[src/logic/mipsPkg.sv]
package mipsPkg;

	//////////////////////////////////////////////////////////////////////
	// instruction word views
	//////////////////////////////////////////////////////////////////////

	// supported opcodes
	typedef enum logic [5:0] {
		opRtype = 6'h00,
		opJ     = 6'h02,
		opBeq   = 6'h04,
		opBne   = 6'h05,
		opAddi  = 6'h08,
		opLb    = 6'h20,
		opLw    = 6'h23,
		opSb    = 6'h28,
		opSw    = 6'h2b
	} opT;

	// r-type function codes
	typedef enum logic [5:0] {
		fnAdd = 6'h20,
		fnSub = 6'h22,
		fnAnd = 6'h24,
		fnOr  = 6'h25,
		fnSlt = 6'h2a
	} functT;

	typedef struct packed {
		opT          op;
		logic [4:0]  rs;
		logic [4:0]  rt;
		logic [4:0]  rd;
		logic [4:0]  shamt;
		functT       funct;
	} rFmtT;

	typedef struct packed {
		opT          op;
		logic [4:0]  rs;
		logic [4:0]  rt;
		logic [15:0] imm;
	} iFmtT;

	typedef struct packed {
		opT          op;
		logic [25:0] target;
	} jFmtT;

	// one word, three decodings
	typedef union packed {
		rFmtT rFmt;
		iFmtT iFmt;
		jFmtT jFmt;
	} instrT;

	//////////////////////////////////////////////////////////////////////
	// control and hazard traffic
	//////////////////////////////////////////////////////////////////////

	// aluAdd must stay zero so a cleared ctrl word is a bubble
	typedef enum logic [2:0] {
		aluAdd = 3'd0,
		aluSub = 3'd1,
		aluAnd = 3'd2,
		aluOr  = 3'd3,
		aluSlt = 3'd4
	} aluOpT;

	typedef struct packed {
		logic  regWrite;
		logic  memToReg;
		logic  memWrite;
		logic  memByte;
		logic  aluSrc;
		logic  regDst;
		logic  branch;
		logic  branchNe;
		logic  jump;
		aluOpT aluOp;
	} ctrlT;

	// execute operand source
	typedef enum logic [1:0] {
		fwdNone = 2'd0,
		fwdMem  = 2'd1,
		fwdWb   = 2'd2
	} fwdT;

	typedef struct packed {
		logic stallF;
		logic stallD;
		logic flushE;
		logic fwdAD;
		logic fwdBD;
		fwdT  fwdAE;
		fwdT  fwdBE;
		logic freeze;
	} hazardT;

	typedef struct packed {
		logic [4:0] rsD;
		logic [4:0] rtD;
		logic [4:0] rsE;
		logic [4:0] rtE;
		logic [4:0] writeRegE;
		logic [4:0] writeRegM;
		logic [4:0] writeRegW;
		logic       regWriteE;
		logic       regWriteM;
		logic       regWriteW;
		logic       memToRegE;
		logic       memToRegM;
		logic       branchD;
	} stageInfoT;

endpackage

[src/logic/alu.sv]
`timescale 1ns/1ps

module alu import mipsPkg::*; (
	input  logic [31:0] a,
	input  logic [31:0] b,
	input  aluOpT       op,
	output logic [31:0] y
);

	logic [31:0] diff;
	logic        less;

	// shared subtract
	assign diff = a - b;

	// signed compare from the sign of the difference
	// corrected when the operands differ in sign
	assign less = (a[31] != b[31]) ? a[31] : diff[31];

	always_comb begin
		case (op)
			aluAdd:  y = a + b;
			aluSub:  y = diff;
			aluAnd:  y = a & b;
			aluOr:   y = a | b;
			aluSlt:  y = {31'd0, less};
			// unused encodings
			default: y = 32'd0;
		endcase
	end

endmodule

[src/logic/regFile.sv]
`timescale 1ns/1ps

module regFile (
	input  logic        clk,
	input  logic        rst,
	input  logic        we,
	input  logic [4:0]  ra1,
	input  logic [4:0]  ra2,
	input  logic [4:0]  wa,
	input  logic [31:0] wd,
	output logic [31:0] rd1,
	output logic [31:0] rd2
);

	logic [31:0] regs [32];

	// r0 cleared at reset and never written after
	always_ff @(posedge clk) begin
		if (rst) begin
			regs[0] <= 32'd0;
		end else if (we && wa != 5'd0) begin
			regs[wa] <= wd;
		end
	end

	// same-cycle write shows up on the read port
	assign rd1 = (we && wa != 5'd0 && wa == ra1) ? wd : regs[ra1];
	assign rd2 = (we && wa != 5'd0 && wa == ra2) ? wd : regs[ra2];

	// zero register survives the write port and the bypass
	assert property (@(posedge clk) disable iff (rst) (ra1 == 5'd0) |-> (rd1 == 32'd0));

endmodule

[src/logic/controlDecoder.sv]
`timescale 1ns/1ps

module controlDecoder import mipsPkg::*; (
	input  instrT instrD,
	output ctrlT  ctrlD
);

	// r-type funct recognized
	logic knownFunct;
	aluOpT rAluOp;

	// funct through the r view
	always_comb begin
		knownFunct = 1'b1;
		case (instrD.rFmt.funct)
			fnAdd:   rAluOp = aluAdd;
			fnSub:   rAluOp = aluSub;
			fnAnd:   rAluOp = aluAnd;
			fnOr:    rAluOp = aluOr;
			fnSlt:   rAluOp = aluSlt;
			default: begin
				rAluOp = aluAdd;
				knownFunct = 1'b0;
			end
		endcase
	end

	// opcode through the i view
	always_comb begin
		// start from a bubble
		ctrlD = '0;
		case (instrD.iFmt.op)
			opRtype: begin
				ctrlD.regWrite = knownFunct;
				ctrlD.regDst = 1'b1;
				ctrlD.aluOp = rAluOp;
			end
			opAddi: begin
				ctrlD.regWrite = 1'b1;
				ctrlD.aluSrc = 1'b1;
			end
			// loads, lb adds the byte flag
			opLw, opLb: begin
				ctrlD.regWrite = 1'b1;
				ctrlD.memToReg = 1'b1;
				ctrlD.aluSrc = 1'b1;
				ctrlD.memByte = (instrD.iFmt.op == opLb);
			end
			opSw, opSb: begin
				ctrlD.memWrite = 1'b1;
				ctrlD.aluSrc = 1'b1;
				ctrlD.memByte = (instrD.iFmt.op == opSb);
			end
			// compare happens in decode
			opBeq: begin
				ctrlD.branch = 1'b1;
			end
			opBne: begin
				ctrlD.branch = 1'b1;
				ctrlD.branchNe = 1'b1;
			end
			opJ: begin
				ctrlD.jump = 1'b1;
			end
			default: begin
				ctrlD = '0;
			end
		endcase
	end

endmodule

[src/logic/hazardUnit.sv]
`timescale 1ns/1ps

module hazardUnit import mipsPkg::*; (
	input  logic      clk,
	input  logic      rst,
	input  stageInfoT stageInfo,
	input  logic      iStall,
	input  logic      dStall,
	output hazardT    hazard,
	output logic      longestStall
);

	logic lwStall;
	logic branchStall;
	logic stall;
	logic freeze;

	// memory result first as the younger one
	function automatic fwdT selFwd(input logic [4:0] src, input stageInfoT info);
		fwdT sel;
		sel = fwdNone;
		if (src != 5'd0 && info.regWriteM && info.writeRegM == src) begin
			sel = fwdMem;
		end else if (src != 5'd0 && info.regWriteW && info.writeRegW == src) begin
			sel = fwdWb;
		end
		return sel;
	endfunction

	// load in execute feeding decode
	assign lwStall = stageInfo.memToRegE && stageInfo.writeRegE != 5'd0 &&
		(stageInfo.writeRegE == stageInfo.rsD || stageInfo.writeRegE == stageInfo.rtD);

	// branch waits for an alu result in execute
	// or a load still in memory
	assign branchStall = stageInfo.branchD && (
		(stageInfo.regWriteE && stageInfo.writeRegE != 5'd0 &&
			(stageInfo.writeRegE == stageInfo.rsD || stageInfo.writeRegE == stageInfo.rtD)) ||
		(stageInfo.memToRegM && stageInfo.writeRegM != 5'd0 &&
			(stageInfo.writeRegM == stageInfo.rsD || stageInfo.writeRegM == stageInfo.rtD)));

	assign stall = lwStall | branchStall;
	// either memory stalling holds the whole pipe
	assign freeze = iStall | dStall;
	assign longestStall = freeze;

	always_comb begin
		hazard.stallF = stall;
		hazard.stallD = stall;
		hazard.flushE = stall;
		// decode compare only from memory stage
		hazard.fwdAD = stageInfo.rsD != 5'd0 && stageInfo.regWriteM &&
			stageInfo.writeRegM == stageInfo.rsD;
		hazard.fwdBD = stageInfo.rtD != 5'd0 && stageInfo.regWriteM &&
			stageInfo.writeRegM == stageInfo.rtD;
		hazard.fwdAE = selFwd(stageInfo.rsE, stageInfo);
		hazard.fwdBE = selFwd(stageInfo.rtE, stageInfo);
		hazard.freeze = freeze;
	end

	// a flush puts a bubble into execute
	assert property (@(posedge clk) disable iff (rst)
		hazard.flushE && !hazard.freeze |=> !stageInfo.regWriteE && !stageInfo.memToRegE);

	// a reported stall keeps every stage in place
	assert property (@(posedge clk) disable iff (rst) longestStall |=> $stable(stageInfo));

endmodule

[src/logic/datapath.sv]
`timescale 1ns/1ps

module datapath import mipsPkg::*; #(
	parameter logic [31:0] resetPc = 32'h0000_0000
) (
	input  logic        clk,
	input  logic        rst,
	output logic [31:0] pcF,
	input  logic [31:0] instrF,
	output instrT       instrD,
	input  ctrlT        ctrlD,
	input  hazardT      hazard,
	output stageInfoT   stageInfo,
	output logic        memWriteM,
	output logic [3:0]  byteEnM,
	output logic [31:0] aluOutM,
	output logic [31:0] writeDataM,
	input  logic [31:0] readDataM,
	output logic [31:0] debugWbPc,
	output logic [3:0]  debugWbRfWen,
	output logic [4:0]  debugWbRfWnum,
	output logic [31:0] debugWbRfWdata
);

	// pipeline payloads, control travels beside them
	typedef struct packed {
		logic [31:0] pc;
		logic [31:0] srcA;
		logic [31:0] srcB;
		logic [31:0] signImm;
		logic [4:0]  rs;
		logic [4:0]  rt;
		logic [4:0]  rd;
	} idExT;

	typedef struct packed {
		logic [31:0] pc;
		logic [31:0] aluOut;
		logic [31:0] storeData;
		logic [4:0]  writeReg;
	} exMemT;

	typedef struct packed {
		logic [31:0] pc;
		logic [31:0] aluOut;
		logic [31:0] readData;
		logic [4:0]  writeReg;
	} memWbT;

	logic [31:0] pcNextF, pcPlus4F;
	logic [31:0] pcD, pcPlus4D, signImmD, rd1D, rd2D, cmpAD, cmpBD;
	logic [31:0] branchTargetD, jumpTargetD;
	logic        takenD;
	ctrlT        ctrlE, ctrlM, ctrlW;
	idExT        idEx;
	exMemT       exMem;
	memWbT       memWb;
	logic [31:0] srcAE, srcBFwdE, srcBE, aluOutE;
	logic [4:0]  writeRegE;
	logic [7:0]  loadByteW;
	logic [31:0] resultW;

	//////////////////////////////////////////////////////////////////////
	// fetch
	//////////////////////////////////////////////////////////////////////

	assign pcPlus4F = pcF + 32'd4;
	// jump wins, then a taken branch, else fall through
	assign pcNextF = ctrlD.jump ? jumpTargetD : (takenD ? branchTargetD : pcPlus4F);

	always_ff @(posedge clk) begin
		if (rst) begin
			pcF <= resetPc;
		end else if (!hazard.freeze && !hazard.stallF) begin
			pcF <= pcNextF;
		end
	end

	// if/id, zero word decodes as a bubble
	always_ff @(posedge clk) begin
		if (rst) begin
			instrD <= '0;
		end else if (!hazard.freeze && !hazard.stallD) begin
			instrD <= instrF;
		end
	end

	always_ff @(posedge clk) begin
		if (!hazard.freeze && !hazard.stallD) begin
			pcD <= pcF;
		end
	end

	//////////////////////////////////////////////////////////////////////
	// decode
	//////////////////////////////////////////////////////////////////////

	assign pcPlus4D = pcD + 32'd4;
	assign signImmD = {{16{instrD.iFmt.imm[15]}}, instrD.iFmt.imm};
	assign branchTargetD = pcPlus4D + {signImmD[29:0], 2'b00};
	assign jumpTargetD = {pcPlus4D[31:28], instrD.jFmt.target, 2'b00};

	// writeback results arrive through the register file bypass
	regFile regFileInst (
		.clk (clk),
		.rst (rst),
		.we  (ctrlW.regWrite & ~hazard.freeze),
		.ra1 (instrD.rFmt.rs),
		.ra2 (instrD.rFmt.rt),
		.wa  (memWb.writeReg),
		.wd  (resultW),
		.rd1 (rd1D),
		.rd2 (rd2D)
	);

	// branch compare sees memory-stage alu results
	assign cmpAD = hazard.fwdAD ? aluOutM : rd1D;
	assign cmpBD = hazard.fwdBD ? aluOutM : rd2D;
	assign takenD = ctrlD.branch & ((cmpAD == cmpBD) ^ ctrlD.branchNe);

	// id/ex, flush leaves a bubble
	always_ff @(posedge clk) begin
		if (rst) begin
			ctrlE <= '0;
		end else if (!hazard.freeze) begin
			ctrlE <= hazard.flushE ? '0 : ctrlD;
		end
	end

	always_ff @(posedge clk) begin
		if (!hazard.freeze) begin
			idEx.pc      <= pcD;
			idEx.srcA    <= rd1D;
			idEx.srcB    <= rd2D;
			idEx.signImm <= signImmD;
			idEx.rs      <= instrD.rFmt.rs;
			idEx.rt      <= instrD.rFmt.rt;
			idEx.rd      <= instrD.rFmt.rd;
		end
	end

	//////////////////////////////////////////////////////////////////////
	// execute
	//////////////////////////////////////////////////////////////////////

	always_comb begin
		case (hazard.fwdAE)
			fwdMem:  srcAE = aluOutM;
			fwdWb:   srcAE = resultW;
			default: srcAE = idEx.srcA;
		endcase
		case (hazard.fwdBE)
			fwdMem:  srcBFwdE = aluOutM;
			fwdWb:   srcBFwdE = resultW;
			default: srcBFwdE = idEx.srcB;
		endcase
	end

	assign srcBE = ctrlE.aluSrc ? idEx.signImm : srcBFwdE;
	assign writeRegE = ctrlE.regDst ? idEx.rd : idEx.rt;

	alu aluInst (
		.a  (srcAE),
		.b  (srcBE),
		.op (ctrlE.aluOp),
		.y  (aluOutE)
	);

	// ex/mem
	always_ff @(posedge clk) begin
		if (rst) begin
			ctrlM <= '0;
		end else if (!hazard.freeze) begin
			ctrlM <= ctrlE;
		end
	end

	always_ff @(posedge clk) begin
		if (!hazard.freeze) begin
			exMem <= '{pc: idEx.pc, aluOut: aluOutE, storeData: srcBFwdE, writeReg: writeRegE};
		end
	end

	//////////////////////////////////////////////////////////////////////
	// memory
	//////////////////////////////////////////////////////////////////////

	assign aluOutM = exMem.aluOut;
	assign memWriteM = ctrlM.memWrite;
	// byte store goes to every lane, enables pick one
	assign writeDataM = ctrlM.memByte ? {4{exMem.storeData[7:0]}} : exMem.storeData;
	assign byteEnM = !ctrlM.memWrite ? 4'b0000 :
		(ctrlM.memByte ? (4'b0001 << aluOutM[1:0]) : 4'b1111);

	// mem/wb
	always_ff @(posedge clk) begin
		if (rst) begin
			ctrlW <= '0;
		end else if (!hazard.freeze) begin
			ctrlW <= ctrlM;
		end
	end

	always_ff @(posedge clk) begin
		if (!hazard.freeze) begin
			memWb <= '{pc: exMem.pc, aluOut: exMem.aluOut, readData: readDataM,
				writeReg: exMem.writeReg};
		end
	end

	//////////////////////////////////////////////////////////////////////
	// writeback
	//////////////////////////////////////////////////////////////////////

	// little-endian lane select for lb
	always_comb begin
		case (memWb.aluOut[1:0])
			2'd0:    loadByteW = memWb.readData[7:0];
			2'd1:    loadByteW = memWb.readData[15:8];
			2'd2:    loadByteW = memWb.readData[23:16];
			default: loadByteW = memWb.readData[31:24];
		endcase
	end

	assign resultW = !ctrlW.memToReg ? memWb.aluOut :
		(ctrlW.memByte ? {{24{loadByteW[7]}}, loadByteW} : memWb.readData);

	// trace only in cycles that really write
	assign debugWbPc = memWb.pc;
	assign debugWbRfWen = {4{ctrlW.regWrite & ~hazard.freeze}};
	assign debugWbRfWnum = memWb.writeReg;
	assign debugWbRfWdata = resultW;

	// hazard unit view of the pipe
	assign stageInfo = '{
		rsD: instrD.rFmt.rs, rtD: instrD.rFmt.rt, rsE: idEx.rs, rtE: idEx.rt,
		writeRegE: writeRegE, writeRegM: exMem.writeReg, writeRegW: memWb.writeReg,
		regWriteE: ctrlE.regWrite, regWriteM: ctrlM.regWrite, regWriteW: ctrlW.regWrite,
		memToRegE: ctrlE.memToReg, memToRegM: ctrlM.memToReg, branchD: ctrlD.branch
	};

	// a frozen core must not advance fetch
	assert property (@(posedge clk) disable iff (rst) hazard.freeze |=> $stable(pcF));

endmodule

[src/logic/mipsCore.sv]
`timescale 1ns/1ps

module mipsCore import mipsPkg::*; #(
	parameter logic [31:0] resetPc = 32'h0000_0000
) (
	input  logic        clk,
	input  logic        rst,
	// instruction side
	output logic [31:0] pcF,
	input  logic [31:0] instrF,
	input  logic        iStall,
	// data side
	output logic        memWriteM,
	output logic [3:0]  byteEnM,
	output logic [31:0] aluOutM,
	output logic [31:0] writeDataM,
	input  logic [31:0] readDataM,
	input  logic        dStall,
	// global hold
	output logic        longestStall,
	// writeback trace
	output logic [31:0] debugWbPc,
	output logic [3:0]  debugWbRfWen,
	output logic [4:0]  debugWbRfWnum,
	output logic [31:0] debugWbRfWdata
);

	// decode-stage instruction and its control word
	instrT     instrD;
	ctrlT      ctrlD;
	// hazard loop
	hazardT    hazard;
	stageInfoT stageInfo;

	controlDecoder decoderInst (
		.instrD (instrD),
		.ctrlD  (ctrlD)
	);

	hazardUnit hazardInst (
		.clk          (clk),
		.rst          (rst),
		.stageInfo    (stageInfo),
		.iStall       (iStall),
		.dStall       (dStall),
		.hazard       (hazard),
		.longestStall (longestStall)
	);

	datapath #(
		.resetPc (resetPc)
	) datapathInst (
		.clk            (clk),
		.rst            (rst),
		.pcF            (pcF),
		.instrF         (instrF),
		.instrD         (instrD),
		.ctrlD          (ctrlD),
		.hazard         (hazard),
		.stageInfo      (stageInfo),
		.memWriteM      (memWriteM),
		.byteEnM        (byteEnM),
		.aluOutM        (aluOutM),
		.writeDataM     (writeDataM),
		.readDataM      (readDataM),
		.debugWbPc      (debugWbPc),
		.debugWbRfWen   (debugWbRfWen),
		.debugWbRfWnum  (debugWbRfWnum),
		.debugWbRfWdata (debugWbRfWdata)
	);

endmodule

[config.mk]
export PLATFORM = sky130hd
export DESIGN_NAME = mipsCore
export DESIGN_NICKNAME = d
export VERILOG_FILES = /design/src/logic/mipsPkg.sv /design/src/logic/alu.sv /design/src/logic/regFile.sv /design/src/logic/controlDecoder.sv /design/src/logic/hazardUnit.sv /design/src/logic/datapath.sv /design/src/logic/mipsCore.sv
export SDC_FILE = /design/constraint.sdc
export NUM_CORES = 2
export LEC_CHECK = 0
export BUFFER_PORTS_ARGS = -buffer_cell sky130_fd_sc_hd__buf_4
export CORE_MARGIN = 2
export CORE_UTILIZATION = 42
export DETAILED_ROUTE_END_ITERATION = 6
export GPL_TIMING_DRIVEN = 1
export HOLD_SLACK_MARGIN = 0.05
export PLACE_DENSITY = 0.67
export REMOVE_ABC_BUFFERS = 1
export SLEW_MARGIN = 25
export SYNTH_ARGS = -nofsm -noshare
export SYNTH_HDL_FRONTEND = slang
export SYNTH_SLANG_ARGS = --single-unit
[constraint.sdc]
create_clock -name clk -period 18.5 [get_ports clk]
set_input_delay 0.925 -clock clk [delete_from_list [all_inputs] [get_ports clk]]
set_output_delay 0.925 -clock clk [all_outputs]
set_load 0.05 [all_outputs]
==> metrics.txt <==
cell taking the most area after synthesis=edfxtp_1; clock buffer count from CTS=157; final setup TNS=0 ns; worst min-delay path category=in -> reg; DIE WIDTH=between 400 and 500 um; area of the multi-input gates=29400 um^2; hold buffers post-CTS=0; die area=184000 um^2; Clock Skew=0.0443 ns; Sequential Area=43300 um^2; Setup crit start kind=register; crit share post-route=46.4%; async set-reset flop share out of synthesis=0%; Final setup viols=0; layout cell share with drive strength beyond 1=16.7%; Synth Register Bits=between 1k and 1.5k; Cells after DPL=8079; Post-synth EDFFs=1380; RePlAce Congestion=between 0.9 and 1; Root Buffer=clkbuf_16; TritonCTS clock tree=done; Lkg Pwr=30.8 nW; crit-path cells=buf_12 -> buf_4 -> buf_4 -> buf_4 -> mux2i_1 -> a22oi_1 -> nand3_1 -> a41oi_1 -> a21oi_1 -> xnor2_1 -> a22oi_1 -> nor2_1 -> nand4_1 -> o21a_1 -> or3_4 -> a21oi_4 -> buf_4 -> nor4b_1 -> a2111oi_0; Avg Inst Size Synth=approximately 13 um^2; vias in the first global route=between 50k and 60k; commonest non-fill, non-tap cells in the layout=edfxtp_1 (1380), mux2i_1 (642), buf_4 (381); failing checks=design-rule violations; critical path arrival=9.28 ns; PortBufs=242; Top FF cell, synth=edfxtp_1; Longest Clk Path Bufs=3; share of the synthesized area in the top cell type=54.6%; Critical Path Max Stage Delay=0.92 ns; Clk Latency, worst-skew pair=0.83 ns; Max VDD drop=0.0994 mV; worst slew pin tran=1.21 ns; Clock Sinks=1470; die height=approximately 430 um; drt wl/cell=30.5 um; reg2reg path depth=19; Iter 0 DRT Violations=7449; nets=6069; commonest non-fill, non-tap cell in the layout=edfxtp_1; sequential share of the synthesized area=57.0%; met1 usage=33.4%; Area Growth Syn to Fin=11.4%; Ports=243; status=finished, violations left; Core Box Area=180000 um^2; CP delay by family, top=buffers and inverters; CP Data Required Time=19.19 ns; Synth area leaders=edfxtp_1 (55%), mux2i_1 (8.5%), mux4_2 (7.5%); Setup Fix Bufs, Post-CTS=0; initial antenna violation count=4; Final Hold Violating Endpoints=0; Pwr Density=90.5 nW/um^2; CP endpoint kind=register; Vias=52.9k; final core utilization=47.0%; DRT Wirelength=255000 um; synthesized area=75900 um^2; Tmin final=8.59 ns; fill count=15.6k; RSZ-0062 raised after global routing=false; row count=156; f_max=0.116 GHz; hold endpoint=datapathInst.memWb[7]; critical path's slowest cell=buf_4; Post-Layout Cell Count=8360; CP Class=reg -> reg; CP Buf/Inv Count=5; synthesized instance count=slightly below 6k; grt ovf=0; clk slew on worst S/H paths=0.06 ns; Worst R2R Setup Slack=around 9.9 ns; post-detail-place hpwl=~160000 um; hold slack=about 0.28 ns; GRT Total Usage=26.9%; routing usage on met3=approximately 6.2%; H-tree depth=4; PostCTS Resize Cnt=0; Starting Density=42.1%; hold-critical path depth=1; router iterations before antenna repair=7; met2 global-route usage=42.6%; # DRC=4; max cap viols=0; hold path start=readDataM[2]; first-pass GRT wire length=roughly 360000 um; largest net degree at the start of global routing=132; crit-path max FO=102; Most common cell on crit path=buf_4; GRT busiest layer=met2; post-route ant nets=0; headroom to the max-slew limit=between 15 and 20%; Syn. warnings=0; Via density=6.32; Yosys cell types=approximately 90; final count of pins violating max slew=0; worst flop-to-flop path endpoint=datapathInst.pcF[3]
[per-stage QoR]
stage | total power (W) | instance area (um^2) | worst slack (ns)
finish | 0.00766 | 84600 | 9.91
global route | 0.00785 | 84600 | 9.39
CTS | 0.00766 | 84600 | 10.05
detailed placement | 0.00458 | 79600 | 10.07
global placement | 0.00457 | 79600 | 10.18
floorplan | 0.00439 | 73300 | -13.73
[where the power goes]
group          total [W]  leakage (nW)  internal (W)  switching, W
logic           0.000782          12.4      0.000271      0.000511
clock network    0.00313          2.44       0.00179       0.00134
registers        0.00374          16.0       0.00367     0.0000796
total            0.00766          30.8       0.00572       0.00194
[worst max-delay path by stage]
stage,slack (ns),to,cells after the start,from
after global routing,9.39,datapathInst.pcF[3],19,register
after CTS,10.05,datapathInst.pcF[3],19,register
after detailed placement,10.07,datapathInst.pcF[3],19,register
after global placement,10.18,datapathInst.pcF[3],19,register
after floorplan,-13.73,datapathInst.ctrlE[1],9,iStall
final,9.91,datapathInst.pcF[3],19,register
[synthesized netlist by cell type (90+ instances only)]
cell type	number
edfxtp_1	1380
mux2i_1	642
nor2_1	414
a21oi_1	308
nand2_1	283
a22oi_1	271
inv_1	267
mux4_2	253
clkbuf_1	199
nand3_1	186
o21ai_0	141
buf_4	137
ha_1	129
xnor2_1	122
dfxtp_1	90
[flip-flops by register name, summed over array words and instances (netlist names), named ones only]
register / count
datapathInst.stageInfo: 20
datapathInst.debugWbPc: 32
datapathInst.debugWbRfWnum: 5
datapathInst.exMem: 64
datapathInst.pcD: 32
datapathInst.regFileInst.regs: 1024
datapathInst.idEx: 112
datapathInst.pcF: 32
datapathInst.ctrlE: 7
datapathInst.ctrlM: 1
datapathInst.instrD: 32
datapathInst.aluOutM: 32
datapathInst.memWb: 64
datapathInst.ctrlW: 2
datapathInst.memWriteM: 1
[routing by layer]
| layer | vias up | share of wire (%) |
|---|---|---|
| met5 | - | 0.0082 |
| met1 | 26486 | 36 |
| met2 | 3322 | 46 |
| met3 | 777 | 11 |
| met4 | 4 | 7.3 |
| li1 | 22280 | - |
[cells by family after synthesis]
kind of cell / count (synthesis) / share of synthesized area, %
buffers and inverters: 732 / 4.83
XOR/XNOR: 185 / 2.13
flip-flops: 1470 / 57.0
AND/OR/NAND/NOR: 1195 / 7.33
multiplexers: 907 / 16.1
adder cells (fa/ha/maj): 133 / 2.23
AO/OA/AOI/OAI: 1166 / 10.4
[layout make-up]
class / count / area share (%)
sequential: 1470 / 51.1
multi-input combinational: 3586 / 34.7
clock buffer: 198 / 5.00
tap: 2370 / 3.51
timing repair buffer: 386 / 3.48
inverter: 267 / 1.18
clock inverter: 82 / 0.963
antenna: 1 / 0.00296
Power figures use the tool's default switching activity.
